File: src/source/mipsMemPkg.sv
/*
 * mipsMemPkg
 * Shared types for the memory-access stage: data widths, the load/store
 * opcodes, the decoded access kind, and the request and store trace records.
 */

`default_nettype none

package mipsMemPkg;

    // data and address words
    typedef logic [31:0] word_t;
    typedef logic [15:0] half_t;
    typedef logic [7:0]  byte_t;
    typedef logic [31:0] instr_t;

    // primary opcode field, instr[31:26]
    typedef enum logic [5:0] {
        opLb  = 6'h20,
        opLh  = 6'h21,
        opLw  = 6'h23,
        opLbu = 6'h24,
        opLhu = 6'h25,
        opSb  = 6'h28,
        opSh  = 6'h29,
        opSw  = 6'h2B
    } opcode_t;

    // width of one access
    typedef enum logic [1:0] {
        unitWord = 2'd0,
        unitHalf = 2'd1,
        unitByte = 2'd2
    } accessUnit_t;

    // decoded access, all zero for a non-memory instruction
    typedef struct packed {
        logic        isLoad;
        logic        isStore;
        accessUnit_t unit;
        // only meaningful for half and byte loads
        logic        zeroExt;
    } accessKind_t;

    // one request per cycle, taken only when valid is high
    typedef struct packed {
        logic   valid;
        instr_t instr;
        // effective byte address
        word_t  addr;
        word_t  wdata;
        word_t  pc;
    } memRequest_t;

    // committed store, reported the cycle after the write
    typedef struct packed {
        logic  valid;
        word_t pc;
        // byte address of the written word, low two bits zero
        word_t wordAddr;
        // full word as stored after the lane merge
        word_t data;
    } storeTrace_t;

endpackage

`default_nettype wire

File: src/source/memOpDecoder.sv
/*
 * memOpDecoder
 * Decodes the primary opcode of an instruction word into the kind of data
 * memory access: load or store, access width and extension mode.
 */

`timescale 1ns/1ps
`default_nettype none

module memOpDecoder (
    input  wire mipsMemPkg::instr_t    instr,
    output mipsMemPkg::accessKind_t    kind
);

    mipsMemPkg::opcode_t opcode;

    // only the top six bits select a memory operation
    assign opcode = mipsMemPkg::opcode_t'(instr[31:26]);

    always_comb begin
        kind = '0;
        case (opcode)
            mipsMemPkg::opLw: begin
                kind.isLoad = 1'b1;
                kind.unit   = mipsMemPkg::unitWord;
            end
            mipsMemPkg::opLh: begin
                kind.isLoad = 1'b1;
                kind.unit   = mipsMemPkg::unitHalf;
            end
            mipsMemPkg::opLhu: begin
                kind.isLoad  = 1'b1;
                kind.unit    = mipsMemPkg::unitHalf;
                kind.zeroExt = 1'b1;
            end
            mipsMemPkg::opLb: begin
                kind.isLoad = 1'b1;
                kind.unit   = mipsMemPkg::unitByte;
            end
            mipsMemPkg::opLbu: begin
                kind.isLoad  = 1'b1;
                kind.unit    = mipsMemPkg::unitByte;
                kind.zeroExt = 1'b1;
            end
            mipsMemPkg::opSw: begin
                kind.isStore = 1'b1;
                kind.unit    = mipsMemPkg::unitWord;
            end
            mipsMemPkg::opSh: begin
                kind.isStore = 1'b1;
                kind.unit    = mipsMemPkg::unitHalf;
            end
            mipsMemPkg::opSb: begin
                kind.isStore = 1'b1;
                kind.unit    = mipsMemPkg::unitByte;
            end
            default: begin
                // not a memory instruction
                kind = '0;
            end
        endcase
    end

    // a single opcode is never both a load and a store
    always_comb begin
        assert (!(kind.isLoad && kind.isStore))
            else $error("memOpDecoder: load and store both set for %h", instr);
    end

endmodule

`default_nettype wire

File: config.mk
export PLATFORM = sky130hd
export DESIGN_NAME = memOpDecoder
export DESIGN_NICKNAME = d
export VERILOG_FILES = /design/src/source/mipsMemPkg.sv /design/src/source/memOpDecoder.sv
export SDC_FILE = /design/constraint.sdc
export NUM_CORES = 1
export LEC_CHECK = 0
export BUFFER_PORTS_ARGS = -buffer_cell sky130_fd_sc_hd__buf_2
export CORE_AREA = 2 2 39 41
export DETAILED_ROUTE_END_ITERATION = 16
export DIE_AREA = 0 0 41 43
export PLACE_DENSITY = 0.43
export SLEW_MARGIN = 40
export SYNTH_ARGS = -nofsm -noshare
export SYNTH_HDL_FRONTEND = slang
export SYNTH_SLANG_ARGS = --single-unit
File: constraint.sdc
create_clock -name vclk -period 3.1
set_input_delay 0.93 -clock vclk [all_inputs]
set_output_delay 0.93 -clock vclk [all_outputs]
set_load 0.05 [all_outputs]
==> results.ini <==
[global_route]
antenna_found_initial = 0
grt_max_degree = 6
grtUsageTotal = 0.0320
grt_pass1_vias = 99
grt-ovfl-total = 0
grt_pass1_wl_um = 434

[synth]
synth_cells = 9
netlist-cell-type-count = 8
synth_most_common_cell = a2111oi_1
synth_fp_nets = 41
synth-seq-area-share = 0
syn-mean-instance-area_sq_um = 8.76
synthTopCellsByArea = a2111oi_1, a2111oi_2, nand2b_4, nor4b_1, a211oi_1
syn-cell-area_sq_um = 78.8
synth_area_leader_cell = a2111oi_1
synthDominantCellAreaShare = 0.254
yosysWarnings = 0

[pwr]
fin_total_pwr_w = 0.0000216
max-vdd-ir-drop_uv = 32.7
p_per_area_mw_per_mm2 = 123
leakagePower_nw = 0.0764

[min_path]
min_path_cells = 3
min_path_type = input port to output pin
hold_start = instr[26]
hold_end = kind[2]

[floorplanning]
die-area_sq_mm = 0.00176
io_pins = 37
initial_utilization = 0.0570
chipHeight_um = 43
dieWidth_um = 41
num_rows = 14
core_sq_mm = 0.00138

[timing]
period_share = 0.889
slew_violations = 0
rsz0062_at_grt = no
relSlewSlack = 0.819
final.setup.tns_ns = 0
whs_ns = 2.22
min_period_ns = 2.76
setup_viol = 0
finalHoldViolations = 0
worst_slew_pin_slew_ns = 0.271
max_freq_ghz = 0.363

[detailed_routing]
wire_per_inst_um = 8.53
vias = 115
drc = 0
wl_um = 307
ant_nets = 0
via_per_inst = 3.19
drtIter0Drc = 0
firstDrtPassIters = 1

[finish]
seqCellArea_sq_um = 0
nets = 54
syn2layout_area_growth_pct = 122
clkbuf_count = 0
seq_cell_count = 0
num-fill-cells = 155
n_antenna_cell = 0
final_layout_size_suffix_gt1_frac = 0.900

[critical_path]
critPathLaunchType = input port
crit_fanout = 5
crit_chain = buf_2, nand2b_4, a2111oi_2, buf_2
crit_start = instr[30]
critPathMaxStageDelay_ns = 0.32
crit_top_cell = buf_2
required_ns = 2.17
worstSetupEndpointType = output pin
crit_arrival_ns = 1.83
crit_slowest_cell = a2111oi_2
critical_path_class = input port to output pin

[placement]
hpwl_um = 278
portBuffers = 11
place.gp.congestion = 0.525

[outcome]
status = finished, final reports clean

[clocking]
cts_setup_buffers = 0
ctsResizeCount = 0
cts_hold_buf = 0

[job]
maxCapViolCount = 0

[cells by family (layout without fill, tap and decap cells)]
kind of cell,after synthesis,count (layout),share of synthesized area
AOI/OAI and AO/OA,4,4,0.540
buffers and inverters,2,13,0.0951
and+or+nand+nor,3,3,0.365
[critical path, delay by kind of cell]
family | cells | cell delay [ns]
buffers and inverters | 2 | 0.41
AOI/OAI and AO/OA | 1 | 0.32
and+or+nand+nor | 1 | 0.16
[layer usage]
| layer | up-vias | part of all wire | GRT usage |
|---|---|---|---|
| li1 | 60 | - | - |
| met1 | 44 | 0.45 | 0.0506 |
| met2 | 11 | 0.32 | 0.0438 |
| met3 | 0 | 0.23 | 0.0105 |
| met4 | 0 | 0 | 0 |
| met5 | - | 0 | 0 |
[metrics by stage]
step	utilization	setup WS [ns]	area, sq um	cells
global route	0.127	0.281	175	36
floorplan	-	-0.0369	100	9
finish	0.127	0.343	175	36
CTS	0.127	0.338	175	36
detailed placement	0.127	0.342	175	36
global placement	0.127	0.302	175	36
[final cells by class]
type	count	area, sq um	area share
timing repair buffer	11	55.1	0.314
inverter	2	7.51	0.0429
tap	16	20.0	0.114
multi-input combinational	7	92.6	0.529
[worst max-delay path by stage]
stage,end
after global placement,kind[1]
after CTS,kind[1]
final,kind[2]
after detailed placement,kind[1]
after floorplan,kind[1]
after global routing,kind[1]
[power by group]
part	leakage (nW)	switching, W	total, W	internal, W
logic	0.0764	0.0000145	0.0000216	0.00000716
registers	0	0	0	0
clock network	0	0	0	0
[layout by cell type, fill, tap and decap left out]
master / instances
nand2b_4: 1
a211oi_2: 1
inv_1: 1
nor4b_2: 1
inv_2: 1
nand2b_1: 1
a2111oi_2: 3
buf_2: 11
(Power assumes the default switching activity.)
